===== src/verilog/decode_params.svh =====
// ************************************************************
// Width and size macros shared by the decode stage RTL
// Include wherever a data or register-select width is needed
// ************************************************************

`ifndef DECODE_PARAMS_SVH
`define DECODE_PARAMS_SVH

// Data word, also the width of every extended immediate
`define DATA_WIDTH 16

// General purpose registers r0..r7
`define REG_COUNT 8

// Enough bits to name any register
`define REG_SEL_WIDTH 3

`endif


===== src/verilog/decodePkg.sv =====
// ************************************************************
// Decode types: opcodes, ALU ops, mux selects, control struct
// ************************************************************
`default_nettype none

package decodePkg;

   // Major opcodes, instruction bits 15..11
   typedef enum logic [4:0] {
      opHalt  = 5'b00000,
      opNop   = 5'b00001,
      opJ     = 5'b00100,
      opJr    = 5'b00101,
      opJal   = 5'b00110,
      opJalr  = 5'b00111,
      opAddi  = 5'b01000,
      opSubi  = 5'b01001,
      opXori  = 5'b01010,
      opAndni = 5'b01011,
      opBeqz  = 5'b01100,
      opBnez  = 5'b01101,
      opBltz  = 5'b01110,
      opBgez  = 5'b01111,
      opSt    = 5'b10000,
      opLd    = 5'b10001,
      opSlbi  = 5'b10010,
      opStu   = 5'b10011,
      opRoli  = 5'b10100,
      opSlli  = 5'b10101,
      opRori  = 5'b10110,
      opSrli  = 5'b10111,
      opLbi   = 5'b11000,
      opBtr   = 5'b11001,
      opShReg = 5'b11010, // Func picks rol/sll/ror/srl
      opAluReg = 5'b11011, // Func picks add/sub/xor/andn
      opSeq   = 5'b11100,
      opSlt   = 5'b11101,
      opSle   = 5'b11110,
      opSco   = 5'b11111
   } opcodeT;

   typedef enum logic [3:0] {
      aluAdd, aluSub, aluXor, aluAndn,
      aluRol, aluSll, aluRor, aluSrl,
      aluEq, aluLt, aluLe, aluCo,
      aluPassB, aluBtr, aluSlbi
   } aluOpT;

   typedef enum logic [1:0] {srcReg, srcImm, srcZero, srcPc} srcSelT;

   // Write register field, r7 for links
   typedef enum logic [1:0] {dstBits7to5, dstBits10to8, dstBits4to2, dstReg7} regDstT;

   typedef enum logic [1:0] {wbAlu, wbMem, wbRetAddr, wbFlag} wbSelT;

   typedef struct packed {
      logic   regWrite;
      logic   zeroExt;   // Zero extend imm5/imm8
      logic   immSrc;    // 1 = imm8, 0 = imm5
      logic   memEnable;
      logic   memWrite;
      logic   memRead;
      logic   aluJump;   // Target from ALU (jr/jalr)
      logic   invA;
      logic   invB;
      logic   carryIn;
      logic   branchEq;
      logic   branchNe;
      logic   branchLt;
      logic   branchGe;
      logic   halt;
      regDstT regDst;
      wbSelT  memToReg;
      srcSelT aluSrc1;
      srcSelT aluSrc2;
      aluOpT  aluOp;
   } ctrlSignalsT;

endpackage

`default_nettype wire


===== src/verilog/controlUnit.sv =====
// ************************************************************
// Main decoder: opcode and func bits to the control struct
// Flags unknown and exception-return opcodes as illegal
// ************************************************************
`timescale 1ns/100ps
`default_nettype none

module controlUnit (
   input  decodePkg::opcodeT      opcode,
   input  logic [1:0]             func,   // Instruction bits 1..0
   output decodePkg::ctrlSignalsT ctrl,
   output logic                   err
);

   import decodePkg::*;

   always_comb begin
      ctrl = '0;        // Everything inactive by default
      err  = 1'b0;
      case (opcode)
         opHalt: ctrl.halt = 1'b1;
         opNop: ;       // Nothing to do
         opAddi, opSubi, opXori, opAndni,
         opRoli, opSlli, opRori, opSrli: begin
            ctrl.regWrite = 1'b1;
            ctrl.regDst   = dstBits7to5;  // I-format Rd
            ctrl.aluSrc2  = srcImm;       // imm5
            case (opcode)
               opSubi: begin
                  ctrl.aluOp   = aluSub;  // Imm - Rs
                  ctrl.invA    = 1'b1;
                  ctrl.carryIn = 1'b1;
               end
               opXori: begin
                  ctrl.aluOp   = aluXor;
                  ctrl.zeroExt = 1'b1;
               end
               opAndni: begin
                  ctrl.aluOp   = aluAndn;
                  ctrl.invB    = 1'b1;
                  ctrl.zeroExt = 1'b1;
               end
               opRoli:  ctrl.aluOp = aluRol;
               opSlli:  ctrl.aluOp = aluSll;
               opRori:  ctrl.aluOp = aluRor;
               opSrli:  ctrl.aluOp = aluSrl;
               default: ctrl.aluOp = aluAdd;  // addi
            endcase
         end
         opSt, opLd, opStu: begin
            ctrl.memEnable = 1'b1;
            ctrl.aluSrc2   = srcImm;          // Rs + imm5
            ctrl.memWrite  = (opcode != opLd);
            ctrl.memRead   = (opcode == opLd);
            ctrl.regWrite  = (opcode != opSt);
            ctrl.regDst    = (opcode == opStu) ? dstBits10to8 : dstBits7to5;
            ctrl.memToReg  = (opcode == opLd) ? wbMem : wbAlu;  // stu writes address
         end
         opLbi, opSlbi: begin
            ctrl.regWrite = 1'b1;
            ctrl.regDst   = dstBits10to8;
            ctrl.immSrc   = 1'b1;             // imm8
            ctrl.zeroExt  = 1'b1;
            ctrl.aluSrc2  = srcImm;
            ctrl.aluOp    = (opcode == opLbi) ? aluPassB : aluSlbi;
         end
         opBtr: begin
            ctrl.regWrite = 1'b1;
            ctrl.regDst   = dstBits4to2;
            ctrl.aluOp    = aluBtr;
         end
         opAluReg: begin
            ctrl.regWrite = 1'b1;
            ctrl.regDst   = dstBits4to2;      // R-format Rd
            case (func)
               2'b00: ctrl.aluOp = aluAdd;
               2'b01: begin
                  ctrl.aluOp   = aluSub;      // Rt - Rs
                  ctrl.invA    = 1'b1;
                  ctrl.carryIn = 1'b1;
               end
               2'b10: ctrl.aluOp = aluXor;
               default: begin
                  ctrl.aluOp = aluAndn;
                  ctrl.invB  = 1'b1;
               end
            endcase
         end
         opShReg: begin
            ctrl.regWrite = 1'b1;
            ctrl.regDst   = dstBits4to2;
            case (func)
               2'b00:   ctrl.aluOp = aluRol;
               2'b01:   ctrl.aluOp = aluSll;
               2'b10:   ctrl.aluOp = aluRor;
               default: ctrl.aluOp = aluSrl;
            endcase
         end
         opSeq, opSlt, opSle, opSco: begin
            ctrl.regWrite = 1'b1;
            ctrl.regDst   = dstBits4to2;
            ctrl.memToReg = wbFlag;           // Compare flag to Rd
            ctrl.invB     = (opcode != opSco); // Rs - Rt for compares
            ctrl.carryIn  = (opcode != opSco);
            case (opcode)
               opSeq:   ctrl.aluOp = aluEq;
               opSlt:   ctrl.aluOp = aluLt;
               opSle:   ctrl.aluOp = aluLe;
               default: ctrl.aluOp = aluCo;
            endcase
         end
         opBeqz, opBnez, opBltz, opBgez: begin
            ctrl.immSrc   = 1'b1;             // imm8 offset
            ctrl.aluSrc2  = srcZero;          // Rs against zero
            ctrl.branchEq = (opcode == opBeqz);
            ctrl.branchNe = (opcode == opBnez);
            ctrl.branchLt = (opcode == opBltz);
            ctrl.branchGe = (opcode == opBgez);
         end
         opJ, opJal: begin
            ctrl.aluSrc1  = srcPc;            // PC + imm11
            ctrl.aluSrc2  = srcImm;
            ctrl.regWrite = (opcode == opJal);
            ctrl.regDst   = dstReg7;
            ctrl.memToReg = wbRetAddr;
         end
         opJr, opJalr: begin
            ctrl.aluJump  = 1'b1;             // Rs + imm8
            ctrl.immSrc   = 1'b1;
            ctrl.aluSrc2  = srcImm;
            ctrl.regWrite = (opcode == opJalr);
            ctrl.regDst   = dstReg7;
            ctrl.memToReg = wbRetAddr;
         end
         default: err = 1'b1;  // Illegal or siic/rti, no writes
      endcase
   end

endmodule

`default_nettype wire


===== src/verilog/decodeStage.sv =====
// ************************************************************
// Decode stage top: control, register file, immediate extend
// Outputs are combinational, register writes land on clk edge
// ************************************************************
`timescale 1ns/100ps
`default_nettype none

`include "decode_params.svh"

module decodeStage (
   input  logic                   clk,
   input  logic                   reset,
   input  logic [15:0]            instruction,
   input  logic [`DATA_WIDTH-1:0] writeData,
   output decodePkg::ctrlSignalsT ctrl,
   output logic                   err,
   output logic [`DATA_WIDTH-1:0] readData1,
   output logic [`DATA_WIDTH-1:0] readData2,
   output logic [`DATA_WIDTH-1:0] imm5Ext,
   output logic [`DATA_WIDTH-1:0] imm8Ext,
   output logic [`DATA_WIDTH-1:0] imm11Ext
);

   import decodePkg::*;

   logic [`REG_SEL_WIDTH-1:0] writeSel;
   logic [4:0]                imm5;
   logic [7:0]                imm8;
   logic [10:0]               imm11;

   assign imm5  = instruction[4:0];
   assign imm8  = instruction[7:0];
   assign imm11 = instruction[10:0];

   controlUnit ctrlUnit (
      .opcode (opcodeT'(instruction[15:11])),
      .func   (instruction[1:0]),
      .ctrl   (ctrl),
      .err    (err)
   );

   // Zero or sign extend per control, imm11 always signed
   assign imm5Ext = ctrl.zeroExt ? {{(`DATA_WIDTH-5){1'b0}}, imm5}
                                 : {{(`DATA_WIDTH-5){imm5[4]}}, imm5};
   assign imm8Ext = ctrl.zeroExt ? {{(`DATA_WIDTH-8){1'b0}}, imm8}
                                 : {{(`DATA_WIDTH-8){imm8[7]}}, imm8};
   assign imm11Ext = {{(`DATA_WIDTH-11){imm11[10]}}, imm11};

   always_comb begin
      case (ctrl.regDst)
         dstBits7to5:  writeSel = instruction[7:5];   // I-format Rd
         dstBits10to8: writeSel = instruction[10:8];  // Rs, lbi/slbi/stu
         dstBits4to2:  writeSel = instruction[4:2];   // R-format Rd
         default:      writeSel = `REG_SEL_WIDTH'(7); // Link register
      endcase
   end

   // Illegal opcodes already have regWrite low
   regFileBypass regFile (
      .clk       (clk),
      .reset     (reset),
      .read1Sel  (instruction[10:8]),
      .read2Sel  (instruction[7:5]),
      .writeSel  (writeSel),
      .writeData (writeData),
      .writeEn   (ctrl.regWrite),
      .read1Data (readData1),
      .read2Data (readData2)
   );

endmodule

`default_nettype wire


===== src/verilog/regFileBypass.sv =====
// ************************************************************
// Register file, two async read ports, one sync write port
// Reads of the register being written return the new data
// ************************************************************
`timescale 1ns/100ps
`default_nettype none

`include "decode_params.svh"

module regFileBypass (
   input  logic                      clk,
   input  logic                      reset,
   input  logic [`REG_SEL_WIDTH-1:0] read1Sel,
   input  logic [`REG_SEL_WIDTH-1:0] read2Sel,
   input  logic [`REG_SEL_WIDTH-1:0] writeSel,
   input  logic [`DATA_WIDTH-1:0]    writeData,
   input  logic                      writeEn,
   output logic [`DATA_WIDTH-1:0]    read1Data,
   output logic [`DATA_WIDTH-1:0]    read2Data
);

   logic [`DATA_WIDTH-1:0] regs [`REG_COUNT];  // r0..r7
   logic                   hit1;
   logic                   hit2;

   always_ff @(posedge clk) begin
      if (reset) begin                 // Clear all, write blocked
         for (int i = 0; i < `REG_COUNT; i++) begin
            regs[i] <= '0;
         end
      end else if (writeEn) begin
         regs[writeSel] <= writeData;
      end
   end

   // Same-cycle bypass of the pending write
   assign hit1 = writeEn && (read1Sel == writeSel);
   assign hit2 = writeEn && (read2Sel == writeSel);

   assign read1Data = hit1 ? writeData : regs[read1Sel];
   assign read2Data = hit2 ? writeData : regs[read2Sel];

endmodule

`default_nettype wire

===== config.mk =====
export PLATFORM = sky130hd
export DESIGN_NAME = decodeStage
export DESIGN_NICKNAME = d
export VERILOG_FILES = /design/src/verilog/decodePkg.sv /design/src/verilog/controlUnit.sv /design/src/verilog/decodeStage.sv /design/src/verilog/regFileBypass.sv
export VERILOG_INCLUDE_DIRS = /design/src /design/src/verilog
export SDC_FILE = /design/constraint.sdc
export NUM_CORES = 1
export LEC_CHECK = 0
export BUFFER_PORTS_ARGS = -buffer_cell sky130_fd_sc_hd__clkbuf_2
export CAP_MARGIN = 20
export CORE_UTILIZATION = 45
export DETAILED_ROUTE_END_ITERATION = 10
export GPL_ROUTABILITY_DRIVEN = 0
export PLACE_DENSITY_LB_ADDON = 0.1
export SETUP_SLACK_MARGIN = 0.1
export SYNTH_ARGS = -nofsm -noshare
export SYNTH_HDL_FRONTEND = slang
export SYNTH_SLANG_ARGS = --single-unit
export TNS_END_PERCENT = 10

===== constraint.sdc =====
create_clock -name clk -period 8.55 [get_ports clk]
set_clock_uncertainty 0.2 [all_clocks]
set_input_delay 1.2825 -clock clk [delete_from_list [all_inputs] [get_ports clk]]
set_output_delay 1.2825 -clock clk [all_outputs]
set_load 0.01 [all_outputs]

Word level (Yosys, flattened, before mapping). Memory sizes are Yosys's and may differ from the RTL's. Index checks and enable logic that the tools add are counted.

Register bits after elaboration: 0. Memory bits (writable): 128. Input bits: 34. Output and inout bits: 108. Logic and storage cells: 100. Memories: 1.

Memory list: regFile.regs (depth 8, bits a word 16, read ports 2, clocked after Yosys merged registers in 0, write ports 8, RTL line regFileBypass.sv:22) `` logic [`DATA_WIDTH-1:0] regs [`REG_COUNT]; ``.

Eq/ne operators: 38. Mux-type cells: 40. Reduce and logical (&&, ||, !) cells: 21.

Operator list (count): $eq 5x5->1 const B (16); $mux 16 (5); $eq 5x4->1 const B (8); $reduce_or 17->1 (2); $pmux 2 s3 (5); $reduce_or 30->1 (1); $pmux 4 s6 (1); $pmux 3 s7 (1); $eq 5x3->1 const B (4); $mux 1 (17); $reduce_or 16->1 (1); $reduce_or 8->1 (2); $ne 5x5->1 const B (3); $reduce_or 4->1 (3); $pmux 3 s3 (1); $pmux 2 s4 (1); $reduce_or 2->1 (4); $reduce_or 7->1 (1); $eq 3x3->1 (2); $mux 3 (2); $reduce_or 3->1 (2); $eq 5x1->1 const B (1); $logic_not 5->1 (1); $eq 2x1->1 const B (2); 8 further kinds (13).

Logic depth before layout (Yosys ltp). Gate-level depths: netlist (run 1).

Depth after elaboration: 8. Mapped depth: 10. Mapped depth without buffers: 7.

Hierarchy. Synthesis (run 1) repeated with hierarchy kept, for this count alone.

Cells, all modules: 581. Area total of the unflattened synthesis: 8368.0 um^2.

Modules (own cells, without submodules): regFileBypass (instances 1, cells each 445, area each 7453.4 um^2, seq. area each 3843.7 um^2); controlUnit (instances 1, cells each 81, area each 488.0 um^2, seq. area each 0.0 um^2); decodeStage (instances 1, cells each 55, area each 426.7 um^2, seq. area each 0.0 um^2).

Worst setup path before layout (run 1). No wires, ideal clock.

Kind: input to output. Start: input instruction[11]. End: output readData1[10]. Data arrival time: 3351 ps. Slack: 3716 ps. Stages on the path: 8. Buffers on the path: 2. Cells stage by stage: buf_2 > o311a_1 > a21o_1 > a21oi_1 > mux2i_1 > nor4_4 > buf_4 > mux2_2.

Cells in the longest elaborated chain, start to end: 8. Elaborated cells between the ends (all ways): 42. Those cells by class: eq/ne (28); mux (5); reduce/logical (9).

Ends and longest elaborated chain: start: declaration (RTL line decodeStage.sv:13) `input logic [15:0] instruction,`; $eq 5x5->1 (tied with other cells) (RTL line controlUnit.sv:20) `case (opcode)`; $reduce_or 7->1 (no line) (tied with other cells); $pmux 2 s4 (RTL line controlUnit.sv:20); $eq 2x2->1 (tied with other cells) (RTL line decodeStage.sv:50) `case (ctrl.regDst)`; $pmux 3 s3 (RTL line decodeStage.sv:50); $eq 3x3->1 (RTL line regFileBypass.sv:37) `assign hit1 = writeEn && (read1Sel == writeSel);`; $logic_and 1x1->1 * (RTL line regFileBypass.sv:37); $mux 16 * (RTL line regFileBypass.sv:40) `assign read1Data = hit1 ? writeData : regs[read1Sel];`; end: declaration (RTL line decodeStage.sv:17) `` output logic [`DATA_WIDTH-1:0] readData1, ``.

Every way passes the cells marked *; elsewhere a longest branch is shown, timed or not.

Final worst setup path (run 1).
Start: input instruction[10]. End: output readData2[9].

Cells in the longest elaborated chain, start to end: 4.

Ends and longest elaborated chain: $pmux 3 s3 (RTL line decodeStage.sv:50); $eq 3x3->1 (RTL line regFileBypass.sv:38) `assign hit2 = writeEn && (read2Sel == writeSel);`; $logic_and 1x1->1 (RTL line regFileBypass.sv:38); $mux 16 (RTL line regFileBypass.sv:41) `assign read2Data = hit2 ? writeData : regs[read2Sel];`; end: declaration (RTL line decodeStage.sv:18) `` output logic [`DATA_WIDTH-1:0] readData2, ``.

Every way passes these cells.

==> impl_metrics.json, run 1 <==
{
  "cts_made_buffers": 17,
  "dieArea_um2": 18900,
  "ys_types": 54,
  "layout-drive-gt1-share": 0.428,
  "antenna_found_initial": 2,
  "avgSynthCellArea_um2": 12.9,
  "startpoint": "instruction[10]",
  "numPortBuffers": 141,
  "grt_pass1_vias": 5556,
  "cts_tree": "done",
  "grt_pass1_wl_um": 34500,
  "area_growth_pct": 13.6,
  "power_density_nw_per_um2": 201,
  "rsz0062_at_grt": "no",
  "grt_start_max_net_pins": 45,
  "rows": 49,
  "cp.required_ns": 7.07,
  "syn_area_um2": 8250,
  "drcViolationCount": 0,
  "start_kind": "input pin",
  "synthCells": 641,
  "hold_viol_final": 0,
  "ctsHtreeMaxLevel": 4,
  "p_leak_uw": 0.00390,
  "clock.fmax_ghz": 0.170,
  "die_x_um": 137,
  "drv_slew": 0,
  "fp.dieH_um": 137,
  "worstMarginPinSlew_ns": 1.00,
  "arrival_ns": 4.41,
  "nets": 750,
  "irDropWorstVdd_mv": 0.139,
  "hold_class": "in -> reg",
  "ys_seq_elements": 128,
  "routed.top_layer": "met4",
  "reg_top3": "regFile.regs: 128 flops",
  "min_period_ns": 5.89,
  "ys_top_cells_by_area": "edfxtp_1, mux4_2, mux2_2, and2_1, and3_1",
  "cts_sinks": 128,
  "wl_met3_um": 1340,
  "nFillCells": 1539,
  "period_share": 0.689,
  "dr.pass1.iters": 4,
  "cts_root_buffer": "clkbuf_16",
  "status": "complete, no violations",
  "post-place-cells": 926,
  "endpoint_kind": "output port",
  "path_clk_slew_ns": 0.06,
  "core_region_area_um2": 18000,
  "dp_hpwl_um": 14000,
  "yosysSeqAreaShare": 0.466,
  "synth_largest_area_cell": "edfxtp_1",
  "synth-main-ff-cell": "edfxtp_1",
  "start_util": 0.459,
  "wl_met2_um": 11500,
  "gr-total-overflow": 0,
  "wl_met1_um": 9700,
  "critical_path_class": "in -> out",
  "wl_per_cell_um": 23.7,
  "layout_commonest_cell": "clkbuf_2",
  "fin_cells": 960,
  "cts_setup_buffers": 0,
  "ant_nets": 0,
  "synth_edf_count": 128,
  "via_per_inst": 6.00,
  "max_slew_margin": 0.332,
  "drv_cap": 0,
  "layout_common_cells": "clkbuf_2, edfxtp_1, and2_1, and3_1, mux4_2",
  "io_pins": 142,
  "synthArstFlopShare": 0,
  "post_cts_resized": 0,
  "fin_setup_tns_ns": 0,
  "synth_top_area_frac": 0.466,
  "ctsHoldBuffers": 0,
  "track_usage": 0.257,
  "cp_max_fo": 25,
  "synth_warnings": 0,
  "top_register": "regFile.regs",
  "clockBufferDepth": 2,
  "vias": 5759,
  "synthesis.nets": 675,
  "wirelength_um": 22800,
  "largest_register_ffs": 128,
  "first_iter_violations": 423,
  "hold_start": "writeData[10]",
  "worst_hold_slack_ns": 1.06,
  "finalSetupViolCount": 0
}
-- power by group --
group	switching (uW)	internal (uW)
combinational	207	169
sequential	22.3	746
clock	281	457
-- final timing paths --
check	slack, ns	to	depth (start not counted)
max	2.66	readData2[9]	10
min	1.06	regFile.regs[5][10]	2
-- synthesized netlist by cell type, types with 2 or more instances --
master,instances
a31oi_1,2
o211ai_1,2
o21ai_0,3
a21oi_1,8
or2_2,7
buf_1,11
clkbuf_1,32
nand2_1,62
a221o_1,2
mux4_2,64
o22ai_1,2
and2_1,66
mux2_4,10
and2b_1,2
o21ai_1,2
a211oi_1,2
a21o_1,8
buf_4,50
nand3_1,3
edfxtp_1,128
mux2i_1,4
inv_1,3
a221oi_1,2
nand2b_1,7
nor2b_1,7
nand3b_1,3
nor3_2,2
buf_6,2
nor3_1,3
mux2_2,38
and3_1,66
nor2_1,14
buf_2,3
-- logic make-up (layout without fill, tap and decap cells) --
family,after synthesis,count (layout),synth area share
and+or+nand+nor,250,250,0.172
DFF,128,128,0.466
muxes,116,116,0.250
buffers and inverters,102,190,0.0714
AOI/OAI and AO/OA,44,44,0.0396
xor gates and xnor gates,1,1,0.00106
other,0,2,0
-- critical path, cell delays in order --
cell      delay [ns]
clkbuf_2        0.07
buf_4           0.29
clkinv_1        0.61
a211oi_2        0.50
a211oi_1        0.08
a32o_1          0.22
or3_1           0.56
buf_4           0.31
mux2_4          0.32
clkbuf_2        0.13
-- stage by stage --
step | total power, uW | area, um^2 | util | worst slack (ns)
CTS | 1890 | 9370 | 0.521 | 2.66
global placement | 1150 | 8770 | 0.488 | 2.72
global route | 1940 | 9370 | 0.522 | 2.47
floorplan | 1030 | 8250 | - | 3.72
detailed placement | 1160 | 8770 | 0.488 | 2.67
finish | 1880 | 9370 | 0.522 | 2.66
-- layer usage --
layer / GRT usage / vias up
li1: - / 2535
met1: 0.338 / 2950
met2: 0.424 / 250
met3: 0.0559 / 24
met4: 0.0818 / 0
met5: 0 / -
-- cell type report --
| cell class | instances | area (um^2) | area share |
|---|---|---|---|
| sequential | 128 | 3840 | 0.410 |
| clock buffer | 18 | 429 | 0.0458 |
| clock inverter | 14 | 165 | 0.0176 |
| multi-input combinational | 411 | 3820 | 0.408 |
| tap | 229 | 287 | 0.0306 |
| inverter | 4 | 15.0 | 0.00160 |
| timing repair buffer | 154 | 803 | 0.0857 |
| antenna | 2 | 5.00 | 0.000534 |
Power figures use the tool's default switching activity.
==> inputs of run 2 (changes only) <==
Clock period 8.55 ns to 5.2 ns, I/O delays scaled along.
==> run 2 against run 1 <==
  * Die area unchanged
  * Hold slack got worse by 0.50 ns
  * Sequential share of layout area about the same
  * Non-clock buffer count increased by 8
  * Global-route usage increased by 0.23 points
  * Critical path depth decreased by 1
  * Cell count increased by 0.42%
  * Largest power group unchanged
  * Power increased by 59%
  * First-iteration DRC count decreased by 9.7%
  * Critical endpoint is now readData2[12]
==> impl_metrics.json, run 2 (synthesized netlist as in run 1, its figures left out) <==
{
  "status": "complete, no violations",
  "period_share": 0.880,
  "worstMarginPinSlew_ns": 0.911,
  "nFillCells": 1597,
  "start_kind": "input pin",
  "wl_per_cell_um": 24.3,
  "endpoint": "readData2[12]",
  "dieArea_um2": 18900,
  "vias": 5733,
  "min_period_ns": 4.58,
  "post_cts_resized": 0,
  "final_util": 0.522,
  "worst_hold_slack_ns": 0.568,
  "wl_met3_um": 1200,
  "grt_start_max_net_pins": 47,
  "gr-total-overflow": 0,
  "cts_sinks": 128,
  "seqCellArea_um2": 3840,
  "critical_path_class": "in -> out",
  "arrival_ns": 3.60,
  "fp.dieH_um": 137,
  "cp_max_fo": 24,
  "wl_met1_um": 9620,
  "reg_top3": "regFile.regs: 128 flops",
  "start_util": 0.459,
  "finalSetupViolCount": 0,
  "endpoint_kind": "output port",
  "dr.pass1.iters": 5,
  "io_pins": 142,
  "clockBufferDepth": 2,
  "cts_setup_buffers": 0,
  "top_register": "regFile.regs",
  "die_x_um": 137,
  "ant_nets": 0,
  "fin_setup_tns_ns": 0,
  "numPortBuffers": 141,
  "ctsHtreeMaxLevel": 4,
  "antenna_found_initial": 2,
  "area_growth_pct": 13.7,
  "path_clk_slew_ns": 0.05,
  "first_iter_violations": 382,
  "dp_hpwl_um": 14800,
  "drv_slew": 0,
  "hold_viol_final": 0,
  "ctsHoldBuffers": 0,
  "rsz0062_at_grt": "no",
  "hold_class": "in -> reg",
  "clock.fmax_ghz": 0.218,
  "cts_tree": "done",
  "rows": 49,
  "via_per_inst": 5.95,
  "nets": 758,
  "cts_made_buffers": 17,
  "wl_met2_um": 12000,
  "layout_common_cells": "clkbuf_2, edfxtp_1, and2_1, and3_1, mux4_2",
  "layout-drive-gt1-share": 0.429,
  "p_leak_uw": 0.00393,
  "wirelength_um": 23400,
  "irDropWorstVdd_mv": 0.233,
  "core_region_area_um2": 18000,
  "cp.required_ns": 4.22,
  "max_slew_margin": 0.391,
  "grt_pass1_vias": 5711,
  "drcViolationCount": 0,
  "drv_cap": 0,
  "hold_start": "writeData[13]",
  "power_density_nw_per_um2": 319,
  "grt_pass1_wl_um": 34300,
  "layout_commonest_cell": "clkbuf_2",
  "track_usage": 0.259,
  "multiInputGateArea_um2": 3820,
  "cts_root_buffer": "clkbuf_16",
  "routed.top_layer": "met4",
  "largest_register_ffs": 128,
  "startpoint": "instruction[14]"
}
==> run 2: cell count changes in the layout (fill, tap and decap cells not counted), sizes merged <==
cell / before / now
diode: 2 / 1
buf: 13 / 21
clkinvlp: 3 / 1
bufinv: 3 / 2
inv: 5 / 3
clkbuf: 159 / 161
==> run 2: report_power, final <==
group / leakage [uW] / internal (uW) / switching (uW)
combinational: 0.00244 / 285 / 343
sequential: 0.00123 / 1230 / 37.2
clock: 0.000260 / 688 / 409
total: 0.00393 / 2200 / 789
==> run 2: area by class of cell <==
| class | count | share of cell area |
|---|---|---|
| Clock buffer | 20 | 0.0466 |
| Timing Repair Buffer | 162 | 0.0934 |
| Multi-Input combinational cell | 411 | 0.408 |
| Antenna cell | 1 | 0.000267 |
| Tap cell | 229 | 0.0305 |
| Sequential cell | 128 | 0.410 |
| Clock inverter | 9 | 0.0101 |
| Inverter | 4 | 0.00160 |
==> run 2: worst min path at each step <==
stage / cells after the start / slack [ns] / to
detailed placement: 2 / 0.99 / regFile.regs[3][3]
CTS: 2 / 0.56 / regFile.regs[7][3]
floorplan: 1 / 0.78 / regFile.regs[1][0]
finish: 2 / 0.57 / regFile.regs[7][13]
global route: 2 / 0.58 / regFile.regs[7][13]
global placement: 2 / 0.99 / regFile.regs[7][3]
==> run 2: critical path, cell delays in order <==
cell      delay [ns]
clkbuf_2        0.36
or3b_4          0.47
a21oi_2         0.22
a221oi_1        0.14
a32o_1          0.31
or3_1           0.55
buf_4           0.31
mux2_4          0.32
clkbuf_2        0.13
==> run 2: per-stage QoR <==
stage	cells	cell area (um^2)	setup slack [ns]	power, uW
2_1_floorplan	641	8250	1.37	1700
3_3_place_gp	934	8840	0.715	1900
3_5_place_dp	934	8840	0.661	1910
4_1_cts	963	9380	0.656	3000
5_1_grt	964	9380	0.477	3090
6_report	964	9380	0.622	2990
==> run 2: per-layer routing <==
metal | up-vias | GRT usage
met1 | 2914 | 0.318
met4 | 0 | 0.108
met3 | 37 | 0.0508
li1 | 2556 | -
met5 | - | 0
met2 | 226 | 0.446
